### config.mk
export PLATFORM = sky130hd
export DESIGN_NAME = fir_tap
export DESIGN_NICKNAME = d
export VERILOG_FILES = /design/src/fir_data_pkg.sv /design/src/fir_tap.sv
export VERILOG_INCLUDE_DIRS = /design/src
export SDC_FILE = /design/constraint.sdc
export NUM_CORES = 1
export LEC_CHECK = 0
export ABC_AREA = 1
export ABC_CLOCK_PERIOD_IN_PS = 11530
export BUFFER_PORTS_ARGS = -buffer_cell sky130_fd_sc_hd__buf_2
export CAP_MARGIN = 40
export CORE_AREA = 2 2 177 179
export DETAILED_ROUTE_END_ITERATION = 8
export DIE_AREA = 0 0 179 181
export SLEW_MARGIN = 20
export SYNTH_ARGS = -nofsm -noshare
export SYNTH_HDL_FRONTEND = slang
export SYNTH_SLANG_ARGS = --single-unit
### constraint.sdc
create_clock -name tb_clk -period 11.53 [get_ports tb_clk]
set_input_delay 1.7295 -clock tb_clk [delete_from_list [all_inputs] [get_ports tb_clk]]
set_output_delay 1.7295 -clock tb_clk [all_outputs]
set_load 0.02 [all_outputs]
### src/fir_defines.svh
//*************************************************
// FIR filter sizing constants
// Tap count and datapath widths shared by all blocks
//*************************************************

`ifndef FIR_DEFINES_SVH
`define FIR_DEFINES_SVH

// Number of taps, matches the 2-bit coefficient number
`define FIR_TAPS 4

// Input sample and coefficient widths
`define FIR_SAMPLE_W 16
`define FIR_COEFF_W 16

// Full product width plus two bits of growth for four taps
`define FIR_SUM_W 34

`endif
### src/fir_data_pkg.sv
//*************************************************
// FIR datapath types
// Samples, coefficients, products, sums and tap index
//*************************************************

`include "fir_defines.svh"

package fir_data_pkg;

  // Signed input sample
  typedef logic signed [`FIR_SAMPLE_W-1:0] sample_t;

  // Signed filter coefficient
  typedef logic signed [`FIR_COEFF_W-1:0] coeff_t;

  // Full-width product of one tap
  typedef logic signed [`FIR_SAMPLE_W+`FIR_COEFF_W-1:0] product_t;

  // Filter output, no rounding or saturation
  typedef logic signed [`FIR_SUM_W-1:0] sum_t;

  // Tap index, used for coefficient number and staging address
  typedef logic [$clog2(`FIR_TAPS)-1:0] coeff_num_t;

endpackage

### src/fir_tap.sv
//*************************************************
// FIR tap
// One delayed sample times one coefficient
//*************************************************

`timescale 1ns/1ns

module fir_tap (
  input  logic                     tb_clk,
  input  logic                     rst_n,
  input  logic                     shift_en,
  input  fir_data_pkg::sample_t    sample_in,
  output fir_data_pkg::sample_t    sample_out,
  input  logic                     tap_load,
  input  fir_data_pkg::coeff_num_t load_num,
  input  fir_data_pkg::coeff_t     tap_coeff,
  output fir_data_pkg::product_t   product
);

  import fir_data_pkg::*;

  // load_num arrives offset by this tap's position, zero selects it
  localparam coeff_num_t SELF_NUM = '0;

  sample_t sample_q;
  coeff_t  coeff_q;

  // Delay line stage
  always_ff @(posedge tb_clk) begin
    if (!rst_n) begin
      sample_q <= '0;
    end else if (shift_en) begin
      sample_q <= sample_in;
    end
  end

  // Coefficient register, written only during a reload copy
  always_ff @(posedge tb_clk) begin
    if (!rst_n) begin
      coeff_q <= '0;
    end else if (tap_load && (load_num == SELF_NUM)) begin
      coeff_q <= tap_coeff;
    end
  end

  assign sample_out = sample_q;

  // Signed full-width product
  assign product = sample_q * coeff_q;

endmodule

* After elaboration in Yosys (flattened, before gate mapping)
Index checks and enable logic that the tools add are counted.
** Storage, ports and cells
- Register bits after elaboration :: 32
- Logic and storage cells :: 5
** Cells by class
- Reduce and logical (&&, ||, !) cells :: 2
- $mul :: 1
** Operators by type and width (number)
- $mul 16x16->32 :: 1
- $logic_not 2->1 :: 1
- $logic_and 1x1->1 :: 1

* Depth between registers and ports, before layout
- Depth after elaboration :: 2
- Mapped depth :: 26

* Worst setup path before layout
OpenSTA, ideal clock, no wires.
- Kind :: reg-to-output
- Start point :: register sample_q[15] (netlist: sample_out[15])
- End point :: output port product[23]
- Buffers on the path :: 2
- Required time :: 9.800 ns
- Path slack :: 4.119 ns
- Cell stages (with the launch flop) :: 21
- Arrival :: 5.681 ns
- Cell sequence :: dfxtp_1 -> clkbuf_1 -> clkbuf_1 -> nand2_1 -> fa_1 -> inv_1 -> fa_1 -> fa_1 -> fa_1 -> fa_1 -> inv_1 -> fa_1 -> inv_1 -> ha_1 -> nand2_1 -> inv_1 -> nand2_1 -> and2_1 -> nand2_1 -> nand3b_1 -> xor2_1
** Between the ends
- Cells in the longest elaborated chain, start to end :: 1
** RTL lines
- start, declared :: line fir_tap.sv:25 : sample_t sample_q;
- start signal, assigned :: line fir_tap.sv:33 : sample_q <= sample_in;
- $mul 16x16->32 :: line fir_tap.sv:49 : assign product = sample_q * coeff_q;
- end, declared :: line fir_tap.sv:17 : output fir_data_pkg::product_t product
No other way between the ends.

* Worst setup path in the final report
Ends and elaborated chain as after synthesis.

==> run metrics <==
GRT overflow=0; grt met1 use=24.2%; combinational power share=64.2%; most used cell, CP=fa_1; GR peak layer=met2; worst hold path class=reg2reg; dpl hpwl=25.2 mm; largest area contributor in the netlist=fa_1; Mapped Nets=between 1500 and 2000; vias=roughly 9500; chip width=roughly 180 um; status=complete, no violations; Max Slew Vio Count=0; post-route ant nets=0; DRT Pass-1 Iters=5; dpl cell area=about 13000 um^2; final wirelength=slightly below 30 mm; WP data arrival=between 6000 and 7000 ps; critical path, cell by cell=nand2_1 > inv_1 > fa_1 > fa_1 > fa_1 > fa_1 > fa_1 > inv_1 > fa_1 > inv_1 > ha_1 > nand2_1 > inv_1 > nand2_1 > and2_1 > nand2_1 > nand3b_1 > xor2_1 > buf_2; CP Launch Type=register; cts bufs inserted=5; clock share of power=around 16%; Seq/Total Area, Yosys=between 5 and 6%; share of layout cells above drive strength 1=8.41%; Reg clk slew, reported paths=~60 ps; n_diodes=0; # IOs=86; Final min period=around 8100 ps; count of different cell masters after synthesis=29; Root Driver=clkbuf_16; CP bufs+invs=5; DR vias/cell=around 4.7; Slew @ Worst Pin=just under 900 ps; final hold slack=about 650 ps; drt wl/cell=14.5 um; Post-CTS Setup Bufs=0; crit-path leading delay family=adder cells; Sw Share=roughly half; final setup fails=0; clock buffer depth=2; Residual DRC=0; total die area=about 32000 um^2; CTS resizes=0; vias in the first global route=slightly above 10000; RSZ-0062 raised after global routing=no; M2 GR Usage=between 30% and 40%; Pwr Density=~62 nW/um^2; Switch Pwr=~420 uW; row count=64; most common cell in the netlist=inv_1; area delta synth->final=7.14%; DP Worst Slack=approximately 3700 ps; post-synth top area share=between 40% and 50%; Synth Register Bits=32; Primary FF master, synth=dfxtp_1; final net count=2022; Tot GR Track Use=about a fifth; Setup TNS Final=0 ps; register share of total power=about a fifth; Crit-path slowest cell=fa_1; Initial Util=39.5%; global-route wire length before repair=between 50 and 60 mm; H-tree lvl count=2; CP required=between 9000 and 10000 ps; CP Capture Type=output pin; peak supply drop=just over 0.00008 V; Worst Path Max Fanout=18; max_cap viols=0; die height=around 180 um; clk_skew=0 ps; Mapped Cells=1614; Post-synth EDFFs=0; CTS tree=done; P_int=385 uW; grt met3 use=~1.7%; clock latency on the worst-skew pair=about 280 ps; gpl congestion=slightly below 0.9; post-route cell area=approximately 13000 um^2; post-synthesis cell area=approximately 12000 um^2; Mean Syn Cell Area=approximately 7.4 um^2; final total power=approximately 800 uW; initial antenna violation count=0; Core Area=~30000 um^2; Port Buffers=85; final worst slack=between 3000 and 4000 ps; largest net degree at the start of global routing=33; Synth Warn #=0; LEAKAGE=between 0.007 and 0.008 uW; critical path type=reg2out; clock sink count=32; Slew Limit Headroom=between 40% and 50%; initial drt markers=between 400 and 500; asr flop ratio synth=0%; slowest stage delay, CP=between 800 and 900 ps; hold buffers post-CTS=0; Layout fillers=3111; final hold viol count=0; fmax=123 MHz; Area contributors post-synth=fa_1 44%, inv_1 15%, nand2_1 13%; Commonest cells post-synth=471 x inv_1, 407 x nand2_1, 262 x fa_1; fin crit share=a little over two thirds
==> per-stage QoR <==
step,cells,util [%]
global placement,2025,41.6
global route,2037,42.3
finish,2037,42.3
CTS,2034,42.2
floorplan,1614,-
detailed placement,2026,41.7
==> cells by family (layout without fill, tap and decap cells) <==
kind of cell / after synthesis / in the layout / synth area share, %
xor+xnor: 19 / 19 / 1.39
flops: 32 / 32 / 5.35
fa+ha+maj: 344 / 344 / 52.4
compound gates: 68 / 68 / 3.07
simple gates: 599 / 599 / 20.5
buf+inv: 552 / 579 / 17.3
==> cells in the final DEF (no fill, tap or decap), types with 17 or more instances in the layout <==
cell type / n
nand2_1: 407
a21oi_1: 20
ha_1: 82
buf_2: 85
xor2_1: 17
fa_1: 262
nor2_1: 107
dfxtp_1: 32
nand3_1: 33
inv_1: 471
o21ai_0: 35
==> power by group through the flow <==
stage	Combinational, uW	Sequential [uW]	Clock, uW
after floorplan	392	127	0
after global placement	519	161	0
after detailed placement	523	160	0
after CTS	525	158	133
after global routing	595	158	139
final	515	156	131
==> registers in the layout, summed over array words and instances, names as in the netlist <==
register,count
sample_out,16
coeff_q,16
==> worst reg2reg max path, delay by kind of cell, from the launching register on <==
kind	cells	cell delay [ps]
flip-flops	1	890
AO/OA/AOI/OAI	1	160
AND/OR/NAND/NOR	1	110
==> per-layer routing <==
| layer | vias up | routed length, um |
|---|---|---|
| li1 | 4591 | - |
| met1 | 4692 | 11900 |
| met2 | 195 | 15700 |
| met3 | 57 | 985 |
| met4 | 0 | 982 |
| met5 | - | 0 |
==> cell type report <==
| type | count | area (um^2) | share of cell area, % |
|---|---|---|---|
| inverter | 482 | 1810 | 14.1 |
| clock buffer | 6 | 129 | 1.00 |
| multi-input combinational | 1030 | 9260 | 72.2 |
| tap | 396 | 495 | 3.86 |
| clock inverter | 2 | 16.3 | 0.127 |
| sequential | 32 | 641 | 4.99 |
| timing repair buffer | 89 | 478 | 3.72 |
==> path summary, 6_finish.rpt <==
path	startpoint	cells past startpoint	slack [ps]	to
min	coeff_q[14]	2	650	coeff_q[14]
min reg2reg	coeff_q[14]	2	650	coeff_q[14]
max reg2reg	sample_out[4]	2	10320	sample_out[4]
max	sample_out[15]	19	3390	product[23]
Power figures use the tool's default switching activity.
