### config.mk
export PLATFORM = sky130hd
export DESIGN_NAME = coefficient_loader
export DESIGN_NICKNAME = d
export VERILOG_FILES = /design/src/fir_ctrl_pkg.sv /design/src/fir_data_pkg.sv /design/src/coefficient_loader.sv
export VERILOG_INCLUDE_DIRS = /design/src
export SDC_FILE = /design/constraint.sdc
export NUM_CORES = 1
export LEC_CHECK = 0
export BUFFER_PORTS_ARGS = -buffer_cell sky130_fd_sc_hd__clkbuf_2
export CAP_MARGIN = 5
export CORE_AREA = 2 2 39 41
export CTS_CLUSTER_DIAMETER = 80
export DETAILED_ROUTE_END_ITERATION = 8
export DIE_AREA = 0 0 41 43
export HOLD_SLACK_MARGIN = 0.08
export SETUP_SLACK_MARGIN = 0.05
export SLEW_MARGIN = 20
export SYNTH_ARGS = -nofsm -noshare
export SYNTH_HDL_FRONTEND = slang
export SYNTH_SLANG_ARGS = --single-unit
### constraint.sdc
create_clock -name tb_clk -period 1.19 [get_ports tb_clk]
set_input_delay 0 -clock tb_clk [delete_from_list [all_inputs] [get_ports tb_clk]]
set_output_delay 0 -clock tb_clk [all_outputs]
set_load 0.01 [all_outputs]
### src/fir_defines.svh
//*************************************************
// FIR filter sizing constants
// Tap count and datapath widths shared by all blocks
//*************************************************

`ifndef FIR_DEFINES_SVH
`define FIR_DEFINES_SVH

// Number of taps, matches the 2-bit coefficient number
`define FIR_TAPS 4

// Input sample and coefficient widths
`define FIR_SAMPLE_W 16
`define FIR_COEFF_W 16

// Full product width plus two bits of growth for four taps
`define FIR_SUM_W 34

`endif
### src/fir_ctrl_pkg.sv
//*************************************************
// FIR control types
// State encodings of the coefficient loader and controller
//*************************************************

package fir_ctrl_pkg;

  // Coefficient loader sequence
  typedef enum logic [2:0] {
    LD_IDLE,
    LD_LOAD,
    LD_WAIT_BUSY,
    LD_WAIT_DONE,
    LD_CLEAR
  } loader_state_t;

  // Controller copy cycle
  typedef enum logic {
    CT_IDLE,
    CT_COPY
  } ctrl_state_t;

endpackage

### src/fir_data_pkg.sv
//*************************************************
// FIR datapath types
// Samples, coefficients, products, sums and tap index
//*************************************************

`include "fir_defines.svh"

package fir_data_pkg;

  // Signed input sample
  typedef logic signed [`FIR_SAMPLE_W-1:0] sample_t;

  // Signed filter coefficient
  typedef logic signed [`FIR_COEFF_W-1:0] coeff_t;

  // Full-width product of one tap
  typedef logic signed [`FIR_SAMPLE_W+`FIR_COEFF_W-1:0] product_t;

  // Filter output, no rounding or saturation
  typedef logic signed [`FIR_SUM_W-1:0] sum_t;

  // Tap index, used for coefficient number and staging address
  typedef logic [$clog2(`FIR_TAPS)-1:0] coeff_num_t;

endpackage

### src/coefficient_loader.sv
//*************************************************
// Coefficient loader
// Steps through all tap coefficients, paced by modwait
//*************************************************

`timescale 1ns/1ns

`include "fir_defines.svh"

module coefficient_loader (
  input  logic                     tb_clk,
  input  logic                     rst_n,
  input  logic                     new_coefficient_set,
  input  logic                     modwait,
  output logic                     load_coeff,
  output logic                     clear_new_coeff,
  output fir_data_pkg::coeff_num_t coefficient_num
);

  import fir_data_pkg::*;
  import fir_ctrl_pkg::*;

  // Number of the final coefficient in a reload
  localparam coeff_num_t LAST_NUM = coeff_num_t'(`FIR_TAPS - 1);

  loader_state_t state;

  //*************************************************
  // Sequencer
  //*************************************************
  always_ff @(posedge tb_clk) begin
    if (!rst_n) begin
      state           <= LD_IDLE;
      load_coeff      <= 1'b0;
      clear_new_coeff <= 1'b0;
      coefficient_num <= '0;
    end else begin
      // Strobes default low, raised for one cycle below
      load_coeff      <= 1'b0;
      clear_new_coeff <= 1'b0;
      case (state)
        LD_IDLE: begin
          // Flag seen, first load goes out next cycle
          if (new_coefficient_set) begin
            state      <= LD_LOAD;
            load_coeff <= 1'b1;
          end
        end
        LD_LOAD: begin
          // load_coeff is high during this cycle
          state <= LD_WAIT_BUSY;
        end
        LD_WAIT_BUSY: begin
          if (modwait) begin
            state <= LD_WAIT_DONE;
          end
        end
        LD_WAIT_DONE: begin
          if (!modwait) begin
            if (coefficient_num == LAST_NUM) begin
              // All taps loaded, ask for the flag clear
              state           <= LD_CLEAR;
              clear_new_coeff <= 1'b1;
              coefficient_num <= '0;
            end else begin
              state           <= LD_LOAD;
              load_coeff      <= 1'b1;
              coefficient_num <= coefficient_num + 1'b1;
            end
          end
        end
        LD_CLEAR: begin
          // Flag drops at the end of this cycle
          state <= LD_IDLE;
        end
        default: begin
          state <= LD_IDLE;
        end
      endcase
    end
  end

endmodule

== Yosys cells after proc, flatten, opt, wreduce, memory -nomap -nowiden ==
Cells that the tools add are included.

* ROM bits: 0
* Register bits: 7
* Bits in writable memories: 0
* Memories: 0
* Output and inout port bits: 4
* Latch bits: 0
* Bits of input ports: 4
* Logic and storage cells: 30

* Multiply operators: 0
* Muxes and demuxes: 11
* Bitwise logic cells: 3
* Equality and inequality tests: 7
* Order comparisons: 0
* Div/mod/pow operators: 0
* Reduce and logical (&&, ||, !) cells: 4
* Shift-type cells: 0
* $add $sub $neg: 1

{| class="wikitable"
|+ Operators by type and width
! cell !! count
|-
| 3-bit 2-to-1 mux || 4
|-
| 3-bit case mux with 4 select lines || 1
|-
| 3-bit by 2-bit equality test with 1-bit output, second input constant || 2
|-
| 2-bit inequality test, second input constant || 3
|-
| 1-bit 2-to-1 mux || 4
|-
| 3-bit by 1-bit equality test with 1-bit output, second input constant || 1
|-
| 3-bit zero test || 1
|-
| 1-bit NOT || 3
|-
| 3-bit AND reduction || 1
|-
| 3-bit OR reduction || 1
|-
| 2-bit by 1-bit adder with 2-bit output, second input constant || 1
|-
| 2-bit equality test, second input constant || 1
|-
| 2-bit 2-to-1 mux || 1
|-
| 1-bit case mux with 2 select lines || 1
|-
| 2-bit AND reduction || 1
|}

== Longest topological paths before layout ==
* Word-level depth: 4
* Mapped depth: 4

== Worst setup path before layout ==
No wires, ideal clock.

* Path type: register to register
* From: register coefficient_num[0]
* To: register load_coeff
* Library setup time: 0.066 ns
* Setup slack: 0.056 ns
* Clock period less this slack: 1.134 ns
* Required time: 1.124 ns
* Buffers on the path: 0
* Cell stages (with the launch flop): 4
* Arrival time: 1.068 ns
* Cell sequence: dfxtp_1 -> ha_1 -> or3_1 -> a21oi_2

* Cells in the longest elaborated chain, start to end: 4

{| class="wikitable"
|+ Ends and longest elaborated chain
! what !! RTL line !! text
|-
| start, declared || coefficient_loader.sv:17 || <nowiki>output fir_data_pkg::coeff_num_t coefficient_num</nowiki>
|-
| start signal, assigned || coefficient_loader.sv:68 || <nowiki>coefficient_num <= coefficient_num + 1'b1;</nowiki>
|-
| 2-bit equality test || coefficient_loader.sv:60 || <nowiki>if (coefficient_num == LAST_NUM) begin</nowiki>
|-
| 1-bit 2-to-1 mux || coefficient_loader.sv:60 ||
|-
| 1-bit 2-to-1 mux || coefficient_loader.sv:59 || <nowiki>if (!modwait) begin</nowiki>
|-
| 1-bit case mux with 2 select lines || coefficient_loader.sv:41 || <nowiki>case (state)</nowiki>
|-
| end signal, assigned || coefficient_loader.sv:39 || <nowiki>load_coeff <= 1'b0;</nowiki>
|-
| end signal, assigned || coefficient_loader.sv:46 || <nowiki>load_coeff <= 1'b1;</nowiki>
|-
| end signal, assigned || coefficient_loader.sv:67 || <nowiki>load_coeff <= 1'b1;</nowiki>
|-
| end, declared || coefficient_loader.sv:15 || <nowiki>output logic load_coeff,</nowiki>
|}

Every way passes these cells.
A chain may end at the register's enable or synchronous reset.

== Worst setup path after layout ==
* From: register coefficient_num[1]
* To: register load_coeff

Same word-level chain as after synthesis.

==> flow_metrics.tcl <==
set metrics [dict create \
    max-vdd-ir-drop_v 0.000652 \
    drtIter0Drc 0 \
    synth_nets 36 \
    worst_setup_path_end_kind "flip-flop" \
    finalCritPeriodShare_pct 90.8 \
    crit_slowest_cell "or3_1" \
    gr-total-overflow 0 \
    ys_seq_area_share_pct 50.2 \
    routedWlPerCell_um 8.48 \
    finalWeightedCongestion 0.707 \
    grt_pass1_wl_um 869 \
    internal-power_w 0.000396 \
    cts.path.max_buffers 2 \
    synthCells 30 \
    crit_type "reg -> reg" \
    multiInputGateArea_um2 141 \
    regArea_um2 140 \
    cts_tree "done" \
    cp.required_ps 1380 \
    crit_fanout 4 \
    slew_violations 0 \
    path_clk_slew_ps 50 \
    setup_slack_ps 109 \
    synth_top_family_by_area "simple AND/OR/NAND/NOR gates" \
    rsz0062_at_grt "false" \
    startpoint_type "flip-flop" \
    synth-compound-area-share_pct 10.3 \
    start_util_pct 20.2 \
    critical_path.top_delay_family "simple AND/OR/NAND/NOR gates" \
    viasPerCell 4.02 \
    relSlewSlack_pct 90.3 \
    postSynthAreaPerCell_um2 9.30 \
    antenna_found_initial 0 \
    status "finished clean" \
    path_buf_inv 0 \
    insertion_delay_ps 250 \
    cts_buffers 3 \
    synthMuxAreaShare_pct 0 \
    arrival_ps 1270 \
    vias 245 \
    die_w_um 41 \
    final_nets 52 \
    synth_top_area_share_pct 50.2 \
    fin_crit_ps 1080 \
    grt_pass1_vias 229 \
    max-cap-violations 0 \
    finalPower_w 0.000509 \
    finalHoldViolCount 0 \
    powerDensity_nw_per_um2 1270 \
    nFillCells 152 \
    dp_slack_ps 84.7 \
    drive_gt1_share_pct 31.1 \
    ant_nets 0 \
    portBuffers 7 \
    finalWirelength_um 517 \
    dieArea_um2 1760 \
    hold_class "reg -> reg" \
    ys_types 14 \
    root_buffer "clkbuf_4" \
    max_freq_mhz 925 \
    syn_to_final_growth_pct 43.5 \
    rows 14 \
    cts_setup_buffers 0 \
    synth-simple-area-share_pct 30.5 \
    synth_seq_cells 7 \
    syn_area_um2 279 \
    first_pass_iters 1 \
    leakagePower_nw 0.182 \
    setup_viol 0 \
    worst_pin_slew_ps 144 \
    htreeDepth 1 \
    synthTopCellsByArea "dfxtp_1 (50%), ha_1 (9.0%), o21ai_0 (5.4%)" \
    core_area_um2 1380 \
    pwr-share-clk_pct 41.8 \
    fin_skew_ps 0.810 \
    synth_xor_area_share_pct 0 \
    path_cells "ha_2, or3_1, a21oi_2" \
    synth_warnings 0 \
    synth_adder_area_share_pct 8.97 \
    p_seq_share_pct 49.5 \
    grt_util_all_layers_pct 7.86 \
    io_pins 8 \
    finalSetupTns_ps 0 \
    cts.sinks 7 \
    grt_max_degree 8 \
    drc 0 \
    die_h_um 43 \
    power_frac_comb_pct 8.7 \
    synth.largest_area_cell "dfxtp_1" \
    power_switching_w 0.000114 \
    swShare_pct 22.3 \
    num_antenna_cells 0 \
    slowest_delay_ps 380 \
]
-- final timing paths --
check | from | to | slack, ps | cells after the start
setup / recovery | coefficient_num[1] | load_coeff | 110 | 3
hold / removal | coefficient_num[1] | coefficient_num[1] | 500 | 2
setup reg to reg | coefficient_num[1] | load_coeff | 110 | 3
hold reg to reg | coefficient_num[1] | coefficient_num[1] | 500 | 2
-- layout by cell type (no fill, tap or decap) --
master | Yosys | layout
dfxtp_1 | 7 | 7
clkbuf_2 | 0 | 7
nand2_1 | 4 | 4
nor2_1 | 3 | 3
o21ai_0 | 3 | 3
clkbuf_4 | 0 | 3
dlygate4sd3_1 | 0 | 3
and3_1 | 2 | 2
nand3_1 | 2 | 2
nand2b_1 | 1 | 1
nor3_1 | 1 | 1
nor2b_1 | 1 | 1
a21oi_1 | 1 | 1
and4bb_2 | 1 | 1
or3_1 | 1 | 1
a21oi_2 | 1 | 1
ha_1 | 2 | 1
ha_2 | 0 | 1
clkbuf_1 | 0 | 1
buf_4 | 0 | 1
-- registers in the layout, summed over array words and instances (netlist names) --
signal	flops
clear_new_coeff	1
load_coeff	1
coefficient_num	2
state	3
-- power by group through the flow --
stage               clock network [W]   logic, W  registers [W]
CTS                          0.000223  0.0000449       0.000251
floorplan                           0  0.0000192       0.000257
detailed placement                  0  0.0000370       0.000256
global placement                    0  0.0000370       0.000256
global route                 0.000235  0.0000501       0.000252
finish                       0.000213  0.0000443       0.000252
-- what timing repair did --
| item | CTS | global route |
|---|---|---|
| endpoints found under the setup margin | 0 | 1 |
| hold buffers | 3 | 0 |
| resized for setup | 0 | 1 |
| hold endpoints to repair | 5 | 0 |
-- metal layers --
metal | track usage (%) | share of wire (%)
met1 | 8.47 | 42
met2 | 10.6 | 46
met3 | 7.85 | 12
met4 | 2.00 | 0
met5 | 0 | 0
-- layout make-up --
| class | instances | area share (%) |
|---|---|---|
| Sequential cell | 7 | 35.0 |
| Clock buffer | 4 | 6.56 |
| Timing Repair Buffer | 11 | 18.1 |
| Tap cell | 16 | 5.00 |
| Multi-Input combinational cell | 23 | 35.3 |
-- synthesized netlist by cell type (all sizes together) --
master	count
a21oi	2
and3	2
and4bb	1
dfxtp	7
ha	2
nand2	4
nand2b	1
nand3	2
nor2	3
nor2b	1
nor3	1
o21ai	3
or3	1
-- stage by stage --
step	std cells	util (%)	hold WS, ps	instance area, µm²
after CTS	61	28.8	504	398
final	61	28.9	499	400
after global routing	61	28.9	547	400
after floorplan	30	-	130	279
after global placement	54	24.7	275	342
after detailed placement	54	24.7	281	342
-- worst register-to-register path, cell delays in order (launching register included) --
cell and delay [ps]:
dfxtp_1 330, ha_2 180, or3_1 380, a21oi_2 130
-- logic make-up after synthesis --
family / after synthesis
adders and majority gates: 2
and+or+nand+nor: 16
DFF: 7
AOI/OAI and AO/OA: 5
(Power assumes the default switching activity.)
