--- config.mk ---
export PLATFORM = sky130hd
export DESIGN_NAME = fir_sum_tree
export DESIGN_NICKNAME = d
export VERILOG_FILES = /design/src/fir_data_pkg.sv /design/src/fir_sum_tree.sv
export VERILOG_INCLUDE_DIRS = /design/src
export SDC_FILE = /design/constraint.sdc
export NUM_CORES = 1
export LEC_CHECK = 0
export BUFFER_PORTS_ARGS = -buffer_cell sky130_fd_sc_hd__buf_2
export CAP_MARGIN = 20
export CORE_MARGIN = 8
export CORE_UTILIZATION = 42
export CTS_CLUSTER_DIAMETER = 200
export DETAILED_ROUTE_END_ITERATION = 10
export PLACE_DENSITY_LB_ADDON = 0.15
export RECOVER_POWER = 50
export SYNTH_ARGS = -nofsm -noshare
export SYNTH_HDL_FRONTEND = slang
export SYNTH_SLANG_ARGS = --single-unit
--- constraint.sdc ---
create_clock -name tb_clk -period 5.7 [get_ports tb_clk]
set_input_delay 0 -clock tb_clk [delete_from_list [all_inputs] [get_ports tb_clk]]
set_output_delay 0 -clock tb_clk [all_outputs]
set_load 0.01 [all_outputs]
--- src/fir_defines.svh ---
//*************************************************
// FIR filter sizing constants
// Tap count and datapath widths shared by all blocks
//*************************************************

`ifndef FIR_DEFINES_SVH
`define FIR_DEFINES_SVH

// Number of taps, matches the 2-bit coefficient number
`define FIR_TAPS 4

// Input sample and coefficient widths
`define FIR_SAMPLE_W 16
`define FIR_COEFF_W 16

// Full product width plus two bits of growth for four taps
`define FIR_SUM_W 34

`endif
--- src/fir_data_pkg.sv ---
//*************************************************
// FIR datapath types
// Samples, coefficients, products, sums and tap index
//*************************************************

`include "fir_defines.svh"

package fir_data_pkg;

  // Signed input sample
  typedef logic signed [`FIR_SAMPLE_W-1:0] sample_t;

  // Signed filter coefficient
  typedef logic signed [`FIR_COEFF_W-1:0] coeff_t;

  // Full-width product of one tap
  typedef logic signed [`FIR_SAMPLE_W+`FIR_COEFF_W-1:0] product_t;

  // Filter output, no rounding or saturation
  typedef logic signed [`FIR_SUM_W-1:0] sum_t;

  // Tap index, used for coefficient number and staging address
  typedef logic [$clog2(`FIR_TAPS)-1:0] coeff_num_t;

endpackage

--- src/fir_sum_tree.sv ---
//*************************************************
// FIR sum stage
// Registered sum of all tap products with valid pulse
//*************************************************

`timescale 1ns/1ns

`include "fir_defines.svh"

module fir_sum_tree (
  input  logic                   tb_clk,
  input  logic                   rst_n,
  input  logic                   shift_en,
  input  fir_data_pkg::product_t products [`FIR_TAPS],
  output fir_data_pkg::sum_t     result,
  output logic                   result_valid
);

  import fir_data_pkg::*;

  sum_t tap_sum;
  logic shift_d;

  // Sign-extend each product before adding
  always_comb begin
    tap_sum = '0;
    for (int i = 0; i < `FIR_TAPS; i++) begin
      tap_sum = tap_sum + sum_t'(products[i]);
    end
  end

  // Taps hold new contents the cycle after shift_en
  always_ff @(posedge tb_clk) begin
    if (!rst_n) begin
      shift_d      <= 1'b0;
      result_valid <= 1'b0;
      result       <= '0;
    end else begin
      shift_d      <= shift_en;
      result_valid <= shift_d;
      if (shift_d) begin
        result <= tap_sum;
      end
    end
  end

endmodule

# Word-level counts from Yosys, hierarchy flattened
# Cells that the tools add are included.
[word_totals]
reg_bits = 36
input_bits = 131
output_inout_bits = 35
wordCells = 6
[op_classes]
add_sub_neg = 3
[ops]
columns = ["operator", "n"]
rows = [
  ["adder 33 x 32 -> 34 bit", 1],
  ["adder 34 x 32 -> 34 bit", 1],
  ["adder 32 x 32 -> 33 bit", 1],
]

# Depth between registers and ports, before layout
# Gate-level depths: netlist (run 1).
[depth]
depth_word = 3
ltp_mapped = 14
ltp_nobuf = 13

# Worst setup path before layout (run 1)
# No wires, ideal clock.
[synth_timing]
path_type = "in2reg"
startpoint = "input port products[1] (netlist name)"
endpoint = "register result[21]"
arrival_ps = 2975
required_time_ps = 5578
slack_ps = 2603
stages = 12
path_buffers = 0
path_cell_list = "fa_1 -> fa_1 -> ha_1 -> fa_1 -> a21oi_1 -> o22ai_1 -> o21ai_0 -> nand3_1 -> a21boi_2 -> o21bai_1 -> and4_1 -> a311o_1"
[synth_between]
elab_chain_cells = 1
[synth_lines]
columns = ["element", "line_no", "source"]
rows = [
  ["start: declaration", "fir_sum_tree.sv:14", "input fir_data_pkg::product_t products [`FIR_TAPS],"],
  ["adder 34 x 32 -> 34 bit", "fir_sum_tree.sv:28", "tap_sum = tap_sum + sum_t'(products[i]);"],
  ["end signal: assignment", "fir_sum_tree.sv:42", "result <= tap_sum;"],
  ["end: declaration", "fir_sum_tree.sv:15", "output fir_data_pkg::sum_t result,"],
]
# Every way passes these cells.
# A chain may end at the register's enable or synchronous reset.

# Worst setup path after layout (run 1)
# Same ends and word-level chain as after synthesis.

==> impl_results.md, run 1 <==
- Status: completed
- Setup crit start kind: input port
- Pwr dens: 305.6 nW/um^2
- Area fraction in compound gates after synthesis: 17.18%
- Share of the synthesized area in the top cell type: 25.75%
- Layout area overhead: 21.59%
- Cell taking the most area after synthesis: fa_1
- # rows: 40
- Post-synth EDFFs: 0
- #FFs+latches synth: 36
- CTS buffer count: 5
- GR Util All Layers: 15.93%
- Clock sinks: 36
- HPWL Detailed: 10,590 um
- Peak Freq: 0.3011 GHz
- Clock slew at reported path FFs: 60 ps
- Slew Limit Fails: 0
- Port bufs: 165
- Synth Flop Type: dfxtp_1
- Fin crit share: 58.26%
- Clk buf depth: 2
- Hold path depth: 4
- Worst-margin pin slew: 577.4 ps
- # IOs: 166
- Post-synthesis simple-gate area fraction: 12.28%
- Post-Syn Area: 5054 sq um
- Initial Utilization: 42.61%
- CP max FO: 3
- R2R depth: 5
- DRC: 0
- Syn_area_per_cell: 8.112 sq um
- Die Y: 125.7 um
- Syn nets: 852
- # H-tree levels: 2
- Post-Synth XOR/XNOR Area: 3.293%
- Count leader, synth: inv_1
- Core box area: 11,860 sq um
- Routability cong.: 0.8445
- Largest net degree at the start of global routing: 43
- Overall routed net length: 12,460 um
- Drt first pass iters: 4
- Later-pin clock latency in the skew report: 280 ps
- Final hold viol count: 0
- Vias in the first global route: 4,919
- Setup TNS: 0 ps
- Max_cap viols: 0
- Initial antenna violation count: 0
- First-pass GRT wire length: 21,670 um
- DRT antenna net count: 0
- Worst Path Class, Setup: in2reg
- Post-CTS Resized: 0
- Initial DRC count: 164
- Root Buffer: clkbuf_16
- Die width: 125.7 um
- Unrepaired setup endpoints after global routing: no
- Total Nets Final: 1,005
- Total power: 1878 uW
- Pleak: 0.003271 uW
- Synth Area in Adders: 33.92%
- Period minus WS final: 3321 ps
- Worst Setup End Kind: flop
- Worst Hold Class: in2reg
- Data arrival, critical path: 3480 ps
- Clock Skews: 3.549 ps
- Detail-routed via count per cell: 4.874
- Ys async rst share: 0%
- CTS tree: built
- Largest family of logic cells by synthesized area: adder cells
- VDD IR max: 0.0001526 V
- Die ar.: 15,800 sq um
- Sequential fraction of the synthesis area: 14.26%
- Top cells by count, synth: inv_1 (175), fa_1 (65), nor2_1 (45), dfxtp_1 (36), ha_1 (33)
- Yosys warnings: 0
- Final setup violation count: 0
- Via count: 4,504
- GRT overflow: 0
- Yosys cell types: 57
- Max transition margin: 61.51%
- Post-Synthesis Cells: 623
- # diodes: 0
- CP Data Required Time: 5860 ps
- Share of cells above drive strength 1: 19.95%
- Setup Fix Bufs, Post-CTS: 0
- Post-synthesis mux area share: 4.209%
- Wire per inst: 13.49 um
- Synth top area cells: fa_1 (26%), dfxtp_1 (14%), inv_1 (13%)
==> worst max-delay path: stages <==
cell and delay, ps:
buf_2 110, fa_1 560, fa_1 420, ha_1 250, fa_1 420, a21oi_1 210, o22ai_1 140, o21ai_0 310
nand3_1 230, a21boi_2 220, o21bai_1 90, and4_1 200, a311o_1 310
==> metal layers <==
| metal | wire (um) | global-route usage (%) |
|---|---|---|
| met1 | 5465 | 18.85 |
| met2 | 6182 | 29.24 |
| met3 | 669 | 2.658 |
| met4 | 146 | 3.797 |
| met5 | 0 | 0 |
==> cells in the final DEF (no fill, tap or decap), types with 8 or more instances in the layout <==
cell / Yosys / routed
nand2_1: 22 / 22
fa_1: 65 / 65
clkbuf_1: 15 / 34
a31oi_1: 12 / 12
mux2i_1: 19 / 19
ha_1: 33 / 33
nor2_1: 45 / 45
inv_1: 175 / 175
xnor2_1: 15 / 15
or3_1: 8 / 8
nand4_1: 11 / 11
nand3_1: 14 / 14
a21o_1: 19 / 19
o211ai_1: 8 / 8
buf_2: 3 / 131
o21ai_0: 18 / 18
a21oi_1: 32 / 32
dfxtp_1: 36 / 35
==> cells by family after synthesis <==
family          Yosys count
buf+inv                 198
compound gates          127
simple gates            124
fa+ha+maj                98
flops                    36
mux                      21
xor+xnor                 19
==> worst paths after layout <==
path	startpoint	end	slack, ps
setup reg to reg	shift_d	result[32]	3310
hold / removal	products[96]	result[0]	110
hold reg to reg	result[22]	result[22]	460
setup / recovery	products[1]	result[21]	2380
==> report_power, final <==
part	switching [uW]	internal (uW)	total [uW]
clock network	108	205	313
logic	713	523	1240
registers	26.1	302	328
==> per-stage QoR <==
step / util, % / hold slack [ps] / instances / setup WS [ps] / cell area (sq um)
4_1_cts: 51.93 / 105.8 / 923 / 2383 / 6160
6_report: 51.80 / 105.9 / 924 / 2379 / 6145
3_3_place_gp: 50.43 / 207.2 / 914 / 2207 / 5982
5_1_grt: 51.80 / 146.6 / 924 / 2169 / 6145
3_5_place_dp: 50.43 / 215.7 / 914 / 2116 / 5982
2_1_floorplan: - / 127.3 / 623 / 2603 / 5054
==> flip-flops by register name, summed over array words and instances, names as in the netlist <==
register,count
result,34
result_valid,1
shift_d,1
==> layout make-up <==
class	count	area (sq um)
clock buffer	5	125.1
clock inverter	3	42.54
fill	1202	5717
inverter	176	660.6
multi-input combinational	389	3582
sequential	36	721.9
tap	147	183.9
timing repair buffer	168	828.3
==> what timing repair did <==
item                                   in CTS  in global routing
endpoints found under the hold margin       1                  0
hold buffers                                1                  0
setup endpoints to repair                   0                  0
Note: power is estimated with default switching activity, not from simulation.
==> run 2, diff against run 1 <==
clock period = 3.15 ns   (was 5.7 ns; I/O delays follow)
==> run 2 against run 1 <==
Effect of this change: cell count increased by 5.2%; worst hold slack worse by 6.5 ps; combinational power increased by 110%; cell area is 6.3% higher; sequential share of layout area is 0.69 points lower; register-to-register slack worse by 1900 ps; clock-buffer cell count unchanged; clock power rose by 85%; clock skew increased by 1.3 ps; via count rose by 4.3%; first-iteration DRC count grew 51%; non-clock buffer count up 48; critical path type unchanged; largest power group unchanged.
==> impl_results.md, run 2 (synthesized netlist as in run 1, its figures left out) <==
- Status: completed
- Initial antenna violation count: 0
- GRT busiest layer: met2
- Global Route met3 Usage: 2.869%
- Core box area: 11,860 sq um
- Layout area overhead: 29.19%
- Fill count: 1,160
- Setup Fix Bufs, Post-CTS: 0
- Largest reg by FF count: result
- Root Buffer: clkbuf_16
- First-pass GRT wire length: 22,680 um
- Largest net degree at the start of global routing: 42
- Clock Skews: 4.803 ps
- Clk buf depth: 2
- Drt first pass iters: 4
- Most common cell after layout, fill and taps aside: inv_1
- Total Nets Final: 1,053
- Die ar.: 15,800 sq um
- DRT antenna net count: 0
- Peak Freq: 0.3348 GHz
- Clock sinks: 36
- Multi-input gate area: 3606 sq um
- Setup TNS: 0 ps
- Worst Path Class, Setup: in2reg
- Clock slew at reported path FFs: 60 ps
- Most frequent cells in the layout: inv_1 (175), buf_2 (131), fa_1 (64), buf_4 (49), nor2_1 (44)
- Vias in the first global route: 5,095
- Slew Limit Fails: 0
- Period minus WS final: 2987 ps
- Max_cap viols: 0
- Final hold viol count: 0
- Share of cells above drive strength 1: 25.33%
- Setup crit start kind: input port
- # rows: 40
- CP max FO: 2
- Worst Setup End Kind: flop
- CP Data Required Time: 3360 ps
- Detail-routed via count per cell: 4.832
- Final setup violation count: 0
- Max transition margin: 62.01%
- Unrepaired setup endpoints after global routing: no
- Pleak: 0.003503 uW
- Worst-margin pin slew: 569.9 ps
- # H-tree levels: 2
- # diodes: 0
- Overall routed net length: 13,090 um
- CTS tree: built
- Pre-CTS setup slack: -264.8 ps
- Port bufs: 165
- Initial DRC count: 247
- Wire per inst: 13.46 um
- Met1 Use GR: 19.94%
- Later-pin clock latency in the skew report: 280 ps
- Pwr dens: 580.4 nW/um^2
- Max reg flops: 34
- Via count: 4,697
- Register Area: 721.9 sq um
- Routability cong.: 0.8550
- Met2 Track Usage GR: 30.74%
- # IOs: 166
- CTS buffer count: 5
- Total power: 3790 uW
- HPWL Detailed: 11,130 um
- Fin crit share: 94.82%
- Data arrival, critical path: 3200 ps
- Largest regs: result x34, result_valid x1, shift_d x1
- Die Y: 125.7 um
- DRC: 0
- VDD IR max: 0.0002547 V
- GRT overflow: 0
- GR Util All Layers: 16.81%
- Initial Utilization: 42.61%
- Die width: 125.7 um
- Worst Hold Class: in2reg
- Final worst slack: 163.2 ps
-- run 2: layout make-up --
| class | count | area share, % |
|---|---|---|
| sequential | 36 | 11.06 |
| clock inverter | 3 | 0.6516 |
| multi-input combinational | 389 | 55.23 |
| timing repair buffer | 216 | 18.21 |
| clock buffer | 5 | 1.916 |
| inverter | 176 | 10.12 |
| tap | 147 | 2.817 |
-- run 2: layer usage --
metal	part of all wire (%)	vias to the layer above	wire, um
met5	0	-	0
met4	1.3	0	172
met3	5.1	9	662
met2	50	128	6605
met1	43	2169	5645
li1	-	2391	-
-- run 2: critical path, stage by stage --
cell	delay [ps]
buf_2	110
fa_1	550
fa_1	420
ha_1	240
fa_2	370
a21oi_2	170
o22ai_1	150
o21ai_2	200
a31oi_2	130
o21ai_2	180
o21ai_1	120
or4_1	410
a31oi_1	130
-- run 2: power by group --
group          internal (uW)  switching, uW  total (uW)
clock                    372            207         579
sequential               546           48.8         594
combinational           1230           1390        2620
-- run 2: worst paths after layout --
kind	cells past startpoint	startpoint	slack [ps]	end
max	13	products[1]	160	result[33]
min reg2reg	2	result[27]	470	result[27]
max reg2reg	4	shift_d	1450	result[28]
min	4	products[96]	100	result[0]
-- run 2: stage by stage --
stage	util, %	hold WS [ps]	cell area, sq um	instances
finish	55.04	99.33	6529	972
global route	55.04	117.2	6529	972
CTS	54.97	108.5	6520	971
detailed placement	53.47	211.5	6342	962
global placement	53.47	207.6	6342	962
floorplan	-	127.3	5054	623
-- run 2: timing repair --
action	in CTS	in global routing
hold endpoints to repair	1	0
endpoints found under the setup margin	1	7
gates resized for setup	1	8
hold buffers	1	0
pin swaps	0	1
==> run 3, diff against run 2 <==
ABC_CLOCK_PERIOD_IN_PS = 3150   (was default)
CELL_PAD_IN_SITES_DETAIL_PLACEMENT = 1   (was default)
CELL_PAD_IN_SITES_GLOBAL_PLACEMENT = 1   (was default)
CORE_UTILIZATION = 38   (was 42)
HOLD_SLACK_MARGIN = 0.12   (was default)
==> run 3 against run 2 <==
Effect of this change: via count grew 4.5%; cell count grew 4.2%; largest power group unchanged; combinational power grew 7.6%; critical path type unchanged; non-clock buffer count grew 12; sequential share of layout area shrank 0.25 points; first-iteration DRC count shrank 47%; highest routed layer unchanged; utilization shrank 4.2 points.
==> impl_results.md, run 3 (synthesized netlist as in run 1, its figures left out) <==
- Clock sinks: 36
- Status: completed
- Fill count: 1,695
- WL met3: 556 um
- Critical path's top delay family: adder cells
- Later-pin clock latency in the skew report: 280 ps
- Via count: 4,910
- Worst Setup End Kind: flop
- Crit path buffers/inverters: 1
- Drt first pass iters: 4
- GR Util All Layers: 17.39%
- Final hold viol count: 0
- CP Data Required Time: 3320 ps
- Final Non-Filler Cells: 1,013
- Total Nets Final: 1,065
- Most common cell after layout, fill and taps aside: inv_1
- Unrepaired setup endpoints after global routing: yes
- Crit-path max cell delay: 560 ps
- CTS buffer count: 5
- Wire per inst: 14.99 um
- DRC: 0
- Slowest cell on crit path: fa_1
- CTS tree: built
- Final instance area: 6681 sq um
- Share of cells above drive strength 1: 27.12%
- Clock Skews: 3.907 ps
- Reg-to-reg startpoint: shift_d
- Fin crit share: 96.17%
- Die ar.: 17,240 sq um
- Root Buffer: clkbuf_16
- Max_cap viols: 0
- Worst Path Class, Setup: in2reg
- M1 WL: 6394 um
- Slew Limit Fails: 0
- Die Y: 131.3 um
- Port bufs: 165
- # diodes: 0
- Final worst slack: 120.5 ps
- Multi-input gate area: 3647 sq um
- Largest reg by FF count: result
- R2R depth: 4
- Overall routed net length: 15,180 um
- Largest regs: result x34, result_valid x1, shift_d x1
- Worst-margin pin slew: 585.7 ps
- Hold path depth: 2
- Routability cong.: 0.8028
- Initial Utilization: 38.47%
- Register Area: 721.9 sq um
- GRT overflow: 0
- Max reg flops: 34
- Detail-routed via count per cell: 4.847
- Pleak: 0.003559 uW
- First-pass GRT wire length: 25,600 um
- VDD IR max: 0.0002252 V
- Max transition margin: 60.91%
- Vias in the first global route: 5,587
- Final core occ: 50.86%
- CP max FO: 2
- Routed wl met2: 7967 um
- Reg2reg setup slack: 1430 ps
- Die width: 131.3 um
- Worst Hold Class: in2reg
- # H-tree levels: 2
- Hold Path Sink: shift_d
- WHS: 139.6 ps
- # rows: 42
- Pwr dens: 599.3 nW/um^2
- Final setup violation count: 0
- Core box area: 13,140 sq um
- CP most frequent cell: fa_1
- Period minus WS final: 3029 ps
- Clk buf depth: 2
- DP Cell Count: 1,001
- Data arrival, critical path: 3200 ps
- Initial DRC count: 132
- Highest metal used: met4
- Largest net degree at the start of global routing: 42
- HPWL Detailed: 12,960 um
- Most frequent cells in the layout: inv_1 (174), buf_2 (133), fa_1 (64), buf_4 (61), nor2_1 (45)
- Peak Freq: 0.3301 GHz
- DRT antenna net count: 0
- Reg-to-Reg End: result[32]
- DP Area: 6454 sq um
- Initial antenna violation count: 0
- Setup crit start kind: input port
- Hold_sp: rst_n
- # IOs: 166
- Clock slew at reported path FFs: 60 ps
- Pre-CTS setup slack: -376.3 ps
- Layout area overhead: 32.21%
- CP cell instances: buf_2 > fa_1 > fa_1 > ha_1 > fa_2 > a21oi_2 > o22ai_1 > o21ai_1 > nand3_1 > a21boi_2 > o21bai_1 > and4_1 > a311o_1
[run 3: changes by cell type in the layout (fill, tap and decap cells not counted), sizes merged]
| cell | delta |
|---|---|
| buf | +13 |
| clkbuf | -2 |
| dlygate4sd3 | +1 |
[run 3: worst max path at each step]
| stage | from | to | slack (ps) | cells after the start |
|---|---|---|---|---|
| 2_1_floorplan | products[1] | result[21] | 50 | 12 |
| 5_1_grt | products[1] | result[33] | -60 | 13 |
| 3_5_place_dp | products[1] | result[33] | -380 | 13 |
| 3_3_place_gp | products[1] | result[33] | -210 | 13 |
| 4_1_cts | products[5] | result[30] | 20 | 15 |
| 6_report | products[1] | result[21] | 120 | 13 |
[run 3: per-layer routing]
layer,global-route usage [%],vias to the layer above
met3,2.744,19
met1,19.82,2369
li1,-,2407
met2,32.66,115
met4,4.850,0
met5,0,-
[run 3: area by class of cell]
class | count | area share (%)
clock inverters | 3 | 0.6367
well taps | 176 | 3.296
flip-flops and latches | 36 | 10.81
repair buffers | 228 | 18.91
multi-input cells | 389 | 54.59
inverters | 176 | 9.888
clock buffers | 5 | 1.873
[run 3: timing repair]
action                                 in CTS  in global routing
gates resized for setup                     2                 12
endpoints found under the hold margin       2                  0
setup endpoints to repair                   2                 10
pin swaps                                   0                  6
hold buffers                                2                  0
buffers inserted                            0                  2
[run 3: power breakdown]
part,switching (uW),internal [uW]
clock,215,372
sequential,52.6,546
combinational,1490,1330
[run 3: through the flow]
stage                     total power (uW)  setup TNS [ps]
final                                 4004               0
after global routing                  4365          -154.9
after CTS                             3997               0
after detailed placement              3372           -3324
after global placement                3279           -1100
after floorplan                       2296               0
